File: src/logic/dcache_geom_pkg.sv
`default_nettype none

package dcache_geom_pkg;

	typedef logic [31:0] word_t;

	localparam int num_sets = 8; // two-way, so 16 lines total
	localparam int idx_w    = 3;
	localparam int tag_w    = 26;

	typedef logic [idx_w-1:0] idx_t;
	typedef logic [tag_w-1:0] tag_t;

	// address as the cache splits it
	typedef struct packed {
		tag_t       tag;    // [31:6]
		idx_t       idx;    // [5:3]
		logic       blkoff; // word within the block
		logic [1:0] bytoff; // always 0 for word access
	} dcache_addr_f_t;

	// one 32-bit address seen two ways, raw word for the bus, fields for lookup
	typedef union packed {
		word_t          word;
		dcache_addr_f_t f;
	} dcache_addr_t;

	typedef struct packed {
		tag_t            tag;
		word_t [1:0]     block; // block[1] is the upper word
		logic            valid;
		logic            dirty;
	} cache_line_t;

endpackage

`default_nettype wire

File: src/logic/dcache_bus_pkg.sv
`default_nettype none

package dcache_bus_pkg;

	// processor to cache
	typedef struct packed {
		logic                         ren;
		logic                         wen;
		logic                         halt;  // held while idle until flushed
		dcache_geom_pkg::dcache_addr_t addr;
		dcache_geom_pkg::word_t       store;
	} dp_req_t;

	typedef struct packed {
		logic                   hit;
		logic                   flushed;
		dcache_geom_pkg::word_t load;
	} dp_rsp_t;

	// cache to memory, ren and wen are plain levels
	typedef struct packed {
		logic                   ren;
		logic                   wen;
		dcache_geom_pkg::word_t addr;
		dcache_geom_pkg::word_t store;
	} mem_req_t;

	typedef struct packed {
		logic                   dwait; // memory still busy, transfer done when low
		dcache_geom_pkg::word_t load;
	} mem_rsp_t;

	// write command into one way
	typedef struct packed {
		logic                   en;       // write one word of row idx
		logic                   clear;    // zero the whole way
		dcache_geom_pkg::idx_t  idx;
		logic                   word_sel;
		dcache_geom_pkg::tag_t  tag;
		dcache_geom_pkg::word_t data;
		logic                   valid;
		logic                   dirty;
	} way_wr_t;

endpackage

`default_nettype wire

File: src/logic/dcache_way.sv
`default_nettype none

module dcache_way (
	input  logic                         CLK,
	input  logic                         nRST,
	input  dcache_geom_pkg::idx_t        lookup_idx,
	input  dcache_geom_pkg::tag_t        lookup_tag,
	input  dcache_bus_pkg::way_wr_t      wr,
	output logic                         hit,
	output dcache_geom_pkg::cache_line_t line
);

	// one row per set, kept in flops so the lookup is combinational
	dcache_geom_pkg::cache_line_t [dcache_geom_pkg::num_sets-1:0] rows;

	assign line = rows[lookup_idx];
	assign hit  = line.valid && (line.tag == lookup_tag); // request qualify is done upstream

	always_ff @(posedge CLK, negedge nRST) begin
		if (!nRST) begin
			rows <= '0;
		end else if (wr.clear) begin
			rows <= '0; // end of flush, whole way invalid
		end else if (wr.en) begin
			rows[wr.idx].tag                <= wr.tag;
			rows[wr.idx].block[wr.word_sel] <= wr.data; // other word untouched
			rows[wr.idx].valid              <= wr.valid;
			rows[wr.idx].dirty              <= wr.dirty;
		end
	end

	// controller never asks for a word write while clearing
	a_wr_clear_excl: assert property (@(posedge CLK) disable iff (!nRST)
		!(wr.en && wr.clear));

endmodule

`default_nettype wire

File: src/logic/dcache_ctrl.sv
`default_nettype none

module dcache_ctrl (
	input  logic                         CLK,
	input  logic                         nRST,
	input  dcache_bus_pkg::dp_req_t      req,
	output dcache_bus_pkg::dp_rsp_t      rsp,
	output dcache_bus_pkg::mem_req_t     mreq,
	input  dcache_bus_pkg::mem_rsp_t     mrsp,
	input  logic                         hit0,
	input  logic                         hit1,
	input  dcache_geom_pkg::cache_line_t line0,
	input  dcache_geom_pkg::cache_line_t line1,
	output dcache_geom_pkg::idx_t        lookup_idx,
	output dcache_geom_pkg::tag_t        lookup_tag,
	output dcache_bus_pkg::way_wr_t      wr0,
	output dcache_bus_pkg::way_wr_t      wr1
);

	typedef enum logic [3:0] {
		IDLE, WB1, WB2, FETCH1, FETCH2,
		FLUSH1, FLUSH2, FLUSH3, FLUSH4, DONE
	} state_t;

	state_t state, next_state;

	logic [dcache_geom_pkg::num_sets-1:0] lru; // per set, the way to evict next
	dcache_geom_pkg::idx_t flush_idx;
	logic flush_step;    // move on to the next set
	logic access;        // processor wants a word
	logic hit_any;
	logic victim;        // lru way of the requested set
	logic upper;         // states that move the high word
	logic flushing;
	logic fdirty;        // current flush word must go out
	logic wsel;          // way that takes wcmd
	dcache_geom_pkg::cache_line_t vline, fline;
	dcache_geom_pkg::dcache_addr_t bus_addr;
	dcache_bus_pkg::way_wr_t wcmd;

	assign access   = req.ren || req.wen;
	assign flushing = state inside {FLUSH1, FLUSH2, FLUSH3, FLUSH4};
	assign upper    = state inside {WB2, FETCH2, FLUSH2, FLUSH4};

	// ways look at the flush set while flushing, else at the request
	assign lookup_idx = flushing ? flush_idx : req.addr.f.idx;
	assign lookup_tag = req.addr.f.tag;

	assign hit_any = (state == IDLE) && access && (hit0 || hit1);
	assign victim  = lru[req.addr.f.idx];
	assign vline   = victim ? line1 : line0;
	assign fline   = (state == FLUSH3 || state == FLUSH4) ? line1 : line0; // way 0 goes first
	assign fdirty  = fline.valid && fline.dirty;

	always_comb begin
		rsp.hit     = hit_any;
		rsp.flushed = (state == DONE); // stays up, DONE has no exit
		rsp.load    = hit1 ? line1.block[req.addr.f.blkoff] : line0.block[req.addr.f.blkoff];
	end

	always_comb begin
		next_state = state;
		flush_step = 1'b0;
		mreq.ren   = 1'b0;
		mreq.wen   = 1'b0;
		mreq.store = '0;
		bus_addr   = '0;
		bus_addr.f.idx    = lookup_idx;
		bus_addr.f.blkoff = upper;
		wcmd          = '0;
		wcmd.idx      = lookup_idx;
		wcmd.tag      = req.addr.f.tag;
		wcmd.word_sel = upper;
		wsel          = victim; // fills go to the lru way

		case (state)
			IDLE: begin
				if (req.halt) begin
					next_state = FLUSH1;
				end else if (hit_any) begin
					wsel          = hit1;
					wcmd.en       = req.wen; // write hit lands at this edge
					wcmd.word_sel = req.addr.f.blkoff;
					wcmd.data     = req.store;
					wcmd.valid    = 1'b1;
					wcmd.dirty    = 1'b1;
				end else if (access) begin
					next_state = (vline.valid && vline.dirty) ? WB1 : FETCH1;
				end
			end
			WB1, WB2: begin
				// old block goes back under its own tag
				mreq.wen        = 1'b1;
				bus_addr.f.tag  = vline.tag;
				mreq.store      = vline.block[upper];
				if (!mrsp.dwait) begin
					next_state = (state == WB1) ? WB2 : FETCH1;
				end
			end
			FETCH1, FETCH2: begin
				mreq.ren       = 1'b1;
				bus_addr.f.tag = req.addr.f.tag;
				wcmd.en        = !mrsp.dwait; // store the word as it arrives
				wcmd.data      = mrsp.load;
				wcmd.valid     = (state == FETCH2); // block usable only once both words are in
				if (!mrsp.dwait) begin
					next_state = (state == FETCH1) ? FETCH2 : IDLE;
				end
			end
			FLUSH1, FLUSH2, FLUSH3, FLUSH4: begin
				mreq.wen       = fdirty; // clean words are skipped in one cycle
				bus_addr.f.tag = fline.tag;
				mreq.store     = fline.block[upper];
				if (!fdirty || !mrsp.dwait) begin
					if (state == FLUSH1) begin
						next_state = FLUSH2;
					end else if (state == FLUSH2) begin
						next_state = FLUSH3;
					end else if (state == FLUSH3) begin
						next_state = FLUSH4;
					end else if (flush_idx ==
							dcache_geom_pkg::idx_t'(dcache_geom_pkg::num_sets - 1)) begin
						next_state = DONE;
						wcmd.clear = 1'b1; // table wiped once on the way into DONE
					end else begin
						next_state = FLUSH1;
						flush_step = 1'b1;
					end
				end
			end
			default: ; // DONE, parked for good
		endcase

		mreq.addr = bus_addr.word;
	end

	always_comb begin
		wr0       = wcmd;
		wr1       = wcmd;
		wr0.en    = wcmd.en && !wsel;
		wr1.en    = wcmd.en && wsel;
	end

	always_ff @(posedge CLK, negedge nRST) begin
		if (!nRST) begin
			state     <= IDLE;
			lru       <= '0;
			flush_idx <= '0;
		end else begin
			state <= next_state;
			if (hit_any) begin
				lru[req.addr.f.idx] <= !hit1; // point at the way not just used
			end
			if (flush_step) begin
				flush_idx <= flush_idx + 1'b1;
			end
		end
	end

	// a stalled transfer keeps the whole request until memory takes it
	a_bus_hold: assert property (@(posedge CLK) disable iff (!nRST)
		(mreq.ren || mreq.wen) && mrsp.dwait |=> $stable(mreq));

	// table already wiped whenever flushed is seen
	a_flushed_done: assert property (@(posedge CLK) disable iff (!nRST)
		rsp.flushed |-> !hit0 && !hit1);

	// a tag lives in at most one way of a set
	a_hit_excl: assert property (@(posedge CLK) disable iff (!nRST)
		!(hit0 && hit1));

endmodule

`default_nettype wire

File: src/logic/dcache_top.sv
`default_nettype none

module dcache_top (
	input  logic                     CLK,
	input  logic                     nRST,
	input  dcache_bus_pkg::dp_req_t  dp_req,
	output dcache_bus_pkg::dp_rsp_t  dp_rsp,
	output dcache_bus_pkg::mem_req_t mem_req,
	input  dcache_bus_pkg::mem_rsp_t mem_rsp
);

	dcache_geom_pkg::idx_t        lookup_idx;
	dcache_geom_pkg::tag_t        lookup_tag;
	dcache_bus_pkg::way_wr_t      wr0, wr1;
	logic                         hit0, hit1;
	dcache_geom_pkg::cache_line_t line0, line1;

	// both ways see the same lookup and compare tags side by side
	dcache_way way0 (
		.CLK        (CLK),
		.nRST       (nRST),
		.lookup_idx (lookup_idx),
		.lookup_tag (lookup_tag),
		.wr         (wr0),
		.hit        (hit0),
		.line       (line0)
	);

	dcache_way way1 (
		.CLK        (CLK),
		.nRST       (nRST),
		.lookup_idx (lookup_idx),
		.lookup_tag (lookup_tag),
		.wr         (wr1),
		.hit        (hit1),
		.line       (line1)
	);

	dcache_ctrl ctrl (
		.CLK        (CLK),
		.nRST       (nRST),
		.req        (dp_req),
		.rsp        (dp_rsp),
		.mreq       (mem_req),
		.mrsp       (mem_rsp),
		.hit0       (hit0),
		.hit1       (hit1),
		.line0      (line0),
		.line1      (line1),
		.lookup_idx (lookup_idx),
		.lookup_tag (lookup_tag),
		.wr0        (wr0),
		.wr1        (wr1)
	);

endmodule

`default_nettype wire

File: config.mk
export PLATFORM = sky130hd
export DESIGN_NAME = dcache_top
export DESIGN_NICKNAME = d
export VERILOG_FILES = /design/src/logic/dcache_geom_pkg.sv /design/src/logic/dcache_bus_pkg.sv /design/src/logic/dcache_way.sv /design/src/logic/dcache_ctrl.sv /design/src/logic/dcache_top.sv
export SDC_FILE = /design/constraint.sdc
export NUM_CORES = 2
export LEC_CHECK = 0
export BUFFER_PORTS_ARGS = -buffer_cell sky130_fd_sc_hd__buf_2
export CORE_AREA = 2 2 434 436
export DETAILED_ROUTE_END_ITERATION = 7
export DIE_AREA = 0 0 436 438
export HOLD_SLACK_MARGIN = 0.05
export PLACE_DENSITY = 0.53
export SYNTH_ARGS = -nofsm -noshare
export SYNTH_HDL_FRONTEND = slang
export SYNTH_SLANG_ARGS = --single-unit
File: constraint.sdc
create_clock -name CLK -period 6.05 [get_ports CLK]
set_input_delay 0.3025 -clock CLK [delete_from_list [all_inputs] [get_ports CLK]]
set_output_delay 0.3025 -clock CLK [all_outputs]
set_load 0.01 [all_outputs]
; ---- Word-level counts from Yosys, hierarchy flattened
; Cells that the tools add are included.
[totals]
register_bits = 1487
latchBits = 0
ramBits = 0
rom_bits = 0
out_inout_bits = 100
elab_cells = 224
n_memories = 0
[classes]
addsub = 1
mul = 0
div_mod_pow = 0
n_lt_le_gt_ge = 8
eq_ne = 17
n_shift = 0
mux = 86
bitwise = 0
reduce_logical = 29
[ops]
columns = cell, count
row1 = $bwmux 736, 8
row2 = $mux 736, 4
row3 = $demux 92 s3, 4
row4 = $bmux 92 s3, 2
row5 = $mux 92, 5
row6 = $mux 32, 10
row7 = $pmux 26 s3, 1
row8 = $mux 34, 2
row9 = $mux 66, 1
row10 = $pmux 33 s2, 1
row11 = $pmux 32 s2, 1
row12 = $eq 26x26->1, 2
row13 = $mux 4, 10
row14 = $demux 32 s1, 1
row15 = $mux 1, 26
row16 = $eq 4x3->1 const B, 4
row17 = $pmux 4 s4, 1
row18 = $reduce_bool 4->1, 3
row19 = $logic_and 1x1->1, 11
row20 = $bwmux 8, 1
row21 = $eq 4x2->1 const B, 2
row22 = $eq 4x4->1 const B, 2
row23 = $lt 3x4->1 const B, 2
row24 = $ge 3x1->1 const B, 2
row25 = other kinds (21), 35

; ---- Longest topological paths before layout
[depth]
ltp_word = 23
ltp_mapped = 25

; ---- Hierarchy
; A second synthesis with hierarchy kept.
[unflattened]
cells_unflattened = 8122
hier_area_um2 = 75306.0
[modules_own_cells]
columns = module, instances, cells_per_inst, area_per_inst_um2
row1 = dcache_way, 2, 3800, 35340.1
row2 = dcache_ctrl, 1, 522, 4625.7

; ---- Worst setup path before layout
; OpenSTA, ideal clock, no wires.
[synth_path]
kind = flip-flop to flip-flop
start = register ctrl.state[1]
end = register way0.rows[219] in the netlist's numbering
setup_ns = 0.080
t_arrival_ns = 4.578
t_required_ns = 5.970
path_slack_ns = 1.393
stages_incl_launch_ff = 25
n_path_buf = 10
path_cell_list = dfrtp_1 -> buf_2 -> or2_1 -> buf_4 -> a221oi_4 -> o22a_1 -> buf_4 -> inv_2 -> buf_4 -> buf_6 -> buf_4 -> nand2_1 -> o221ai_1 -> a221o_1 -> xor2_1 -> nand4_1 -> nor4_4 -> a32oi_1 -> and2_1 -> buf_6 -> buf_6 -> buf_6 -> nor3_4 -> buf_6 -> mux2i_1
[synth_via]
elab_chain_len = 23
word_cells_on_any_way = 68
[synth_rtl]
columns = element, line
row1 = from (decl), dcache_ctrl.sv:25  ; state_t state, next_state;
row2 = from (signal assigned), dcache_ctrl.sv:150  ; state <= next_state;
row3 = $eq 4x3->1 (tied with other cells), "dcache_ctrl.sv:42, dcache_ctrl.sv:76, dcache_ctrl.sv:115"
row4 = $reduce_bool 4->1, dcache_ctrl.sv:42  ; assign flushing = state inside {FLUSH1, FLUSH2, FLUSH3, FLUSH4};
row5 = $mux 3, dcache_ctrl.sv:46  ; assign lookup_idx = flushing ? flush_idx : req.addr.f.idx;
row6 = $bmux 92 s3, dcache_way.sv:16  ; assign line = rows[lookup_idx];
row7 = $mux 92 (implied by the code), dcache_way.sv:16
row8 = $eq 26x26->1, dcache_way.sv:17  ; assign hit = line.valid && (line.tag == lookup_tag);
row9 = $logic_and 1x1->1, dcache_way.sv:17
row10 = $logic_or 1x1->1, dcache_ctrl.sv:49  ; assign hit_any = (state == IDLE) && access && (hit0 || hit1);
row11 = [... 7 more ...], -
row12 = $demux 32 s1, -
row13 = $mux 66 (implied by the code), dcache_way.sv:26  ; rows[wr.idx].block[wr.word_sel] <= wr.data;
row14 = $demux 92 s3, -
row15 = $bwmux 736, dcache_way.sv:26
row16 = $bwmux 736, dcache_way.sv:27  ; rows[wr.idx].valid <= wr.valid;
row17 = $bwmux 736, dcache_way.sv:28  ; rows[wr.idx].dirty <= wr.dirty;
row18 = $mux 736, dcache_way.sv:24  ; end else if (wr.en) begin
row19 = $mux 736, dcache_way.sv:22  ; end else if (wr.clear) begin
row20 = to (decl), dcache_way.sv:14  ; dcache_geom_pkg::cache_line_t [dcache_geom_pkg::num_sets-1:0] rows;
; Parallel ways exist; a longest one is shown, timed or not. The select of a mux whose other input is x is not followed.
; A chain may end at the register's enable or synchronous reset.

==> impl_metrics.toml <==
[power_and_ir_drop]
vdd.ir_drop.worst_v = 0.0002314
switching_share = 0.2557
p_leak_nw = 42.83
power_frac_comb = 0.063
intPower_mw = 16.09
power.share.clock = 0.477
seqPwrFrac = 0.460
power_density_mw_per_mm2 = 239.9
p_switching_mw = 5.527
p_total_mw = 21.62

[grt]
antenna_found_initial = 10
grt_pass1_vias = 63390
grt_overflow_total = 0
grt_max_degree = 167
grt.total_usage = 0.3144
grt_pass1_wl_mm = 446.7

[timing]
fin_ws_ns = -0.07160
drv_slew = 0
finalCritPeriodShare = 1.012
whs_ns = 0.08390
min_period_ns = 6.122
final-hold-violation-count = 0
tightest_slew_ns = 1.199
clock.fmax_mhz = 163.4
fin_skew_ns = 0.03604
maxSlewHeadroom = 0.1940
rsz0062_at_grt = "yes"
setup_viol = 11

[worst_setup_path]
crit_fanout = 18
crit_buf_inv = 5
critical_path.top_delay_family = "simple AND/OR/NAND/NOR gates"
crit_chain = "or2_4 -> a21o_1 -> mux2i_4 -> buf_12 -> buf_12 -> nor2_4 -> a32o_2 -> or3_1 -> nand4_1 -> or4_4 -> or4_4 -> buf_16 -> buf_12 -> nand2_1 -> o21ai_0 -> o21ai_0 -> buf_2"
critPathMaxStageDelay_ns = 0.65
required_ns = 5.75
crit_path_end_kind = "output port"
worst-setup-path-type = "reg -> out"
cpMostUsedCell = "buf_12"
start_kind = "flop"
cp_slowest_cell = "or4_4"
critPathArrivalTime_ns = 5.82

[synth]
synthMuxAreaShare = 0.1830
ys_seq_area_frac = 0.4894
synth_top_cell_area_share = 0.4894
synth_most_common_cell = "nand2_1"
synth-async-reset-ratio = 1.000
synth_xor_area_frac = 0.004147
yosys.area_share.simple = 0.1350
synthCells = 7662
synthTopCellsByArea = "dfrtp_1, mux2i_1, nand2_1"
synth_seq_cells = 1487
synthTopCellsByCount = "nand2_1, dfrtp_1, mux2i_1"
avgSynthCellArea_um2 = 9.923
ys.flop_type = "dfrtp_1"
yosys_warnings = 0
ys_types = 95
synth_top_family_by_area = "multiplexers"
synth_top_area_cell = "dfrtp_1"
synth_compound_area_frac = 0.1358
synthAdderAreaFrac = 0.0003291
netlist_area_mm2 = 0.07603
synth_edf_count = 0

[final_layout]
area.sequential_mm2 = 0.03722
multi_input_area_mm2 = 0.03554
fin_cells = 10430
drive_above_1_share = 0.1450
nets = 7906
area_delta_synth_final_pct = 18.56
fillers = 17290
utilization = 0.4831

[clock_network]
cts_tree = "yes"
path_clk_slew_ns = 0.06
clock_sinks = 1487
cts_buffers = 168
root_buffer = "clkbuf_16"
htree_levels = 4
clk_path_buf_depth = 3
clock_latency_ns = 0.85

[die]
dieHeight_um = 438
core_mm2 = 0.1866
die_w_um = 436
initial_utilization = 0.4074
rows = 159
die_area_mm2 = 0.1910
io_pins = 202

[route]
ant_nets = 0
drt_iter0_drc = 7855
routed_via_density = 6.187
vias = 64510
wl_per_cell_um = 29.66
drcViolationCount = 0
first_pass_iters = 8
wl_mm = 309.3

[worst_hold_path]
hp-class = "in -> async"

[outcome]
violations = "negative setup slack"
status = "finished, violations left"

[placement]
dpl_worst_slack_ns = 0.1089
dp_cells = 9962
hpwlAfterDp_mm = 182.7
io_buffer_count = 197
gp_congestion = 0.9147

[flow_run]
maxCapViolations = 0
==> what timing repair did <==
action                                  CTS  global route
gates cloned                             16             2
buffers inserted                         42            10
setup endpoints to repair                42          1054
hold buffers                             95             0
resized for setup                        72            46
pin swaps                                16            14
endpoints found under the hold margin  1381             0
==> final timing paths <==
path | startpoint | end | slack, ns | cells after the start
min in group CLK | dp_req[36] | ctrl.lru[7] | 0.10 | 4
max in group asynchronous | nRST | way0.rows[535] | 4.21 | 4
worst max register to register | ctrl.state[3] | way0.rows[39] | 0.10 | 21
worst max-delay path | ctrl.state[1] | dp_rsp[12] | -0.07 | 17
worst min register to register | ctrl.lru[2] | ctrl.lru[2] | 0.51 | 1
worst min-delay path | nRST | way1.rows[643] | 0.08 | 2
==> per-layer routing <==
layer | vias up | GRT usage | part of all wire
li1 | 27600 | - | -
met1 | 33080 | 0.4061 | 0.40
met2 | 3078 | 0.5067 | 0.47
met3 | 749 | 0.06046 | 0.078
met4 | 8 | 0.1531 | 0.054
met5 | - | 0 | 0.00018
==> placed cells by master (no fill, tap or decap), types with 185 or more instances in the layout <==
master   instances
o21ai_0        329
buf_4          261
nand2_1       1675
buf_12         193
mux2i_1       1324
a22oi_1        257
dfrtp_1       1483
buf_2          185
nand4_1        223
a21oi_1        409
==> registers in the layout, summed over array words and instances (netlist names) <==
name	cells
ctrl.flush_idx	3
ctrl.lru	8
way0.rows	736
way1.rows	736
ctrl.state	4
==> power groups by stage <==
stage / Combinational, mW / Clock [mW] / Sequential (mW)
finish: 1.36 / 10.3 / 9.95
global route: 1.40 / 10.8 / 9.94
CTS: 1.32 / 10.4 / 9.95
detailed placement: 1.20 / 0 / 10.1
global placement: 1.20 / 0 / 10.1
floorplan: 0.457 / 0 / 10.1
==> area by class of cell <==
cell class                 count  area share
antenna                        4   0.0001110
clock buffer                 252     0.05436
clock inverter                45    0.006149
inverter                      70    0.003415
multi-input combinational   5304      0.3942
sequential                  1487      0.4129
tap                         2495     0.03463
timing repair buffer         767     0.09380
timing repair inverter         4   0.0004442
==> cells by family (layout without fill, tap and decap cells) <==
family / after synthesis / in the layout
other: 1 / 6
and+or+nand+nor: 2319 / 2319
muxes: 1373 / 1373
DFF: 1487 / 1487
xor gates and xnor gates: 36 / 36
buffers and inverters: 872 / 1138
AOI/OAI and AO/OA: 1572 / 1572
adders and majority gates: 2 / 2
==> metrics by stage <==
step	setup TNS [ns]	cell area [um2]
global placement	0	82450
CTS	-0.03680	89860
detailed placement	0	82450
finish	-0.3096	90140
global route	-5.973	90140
floorplan	0	76030
(Power assumes the default switching activity.)
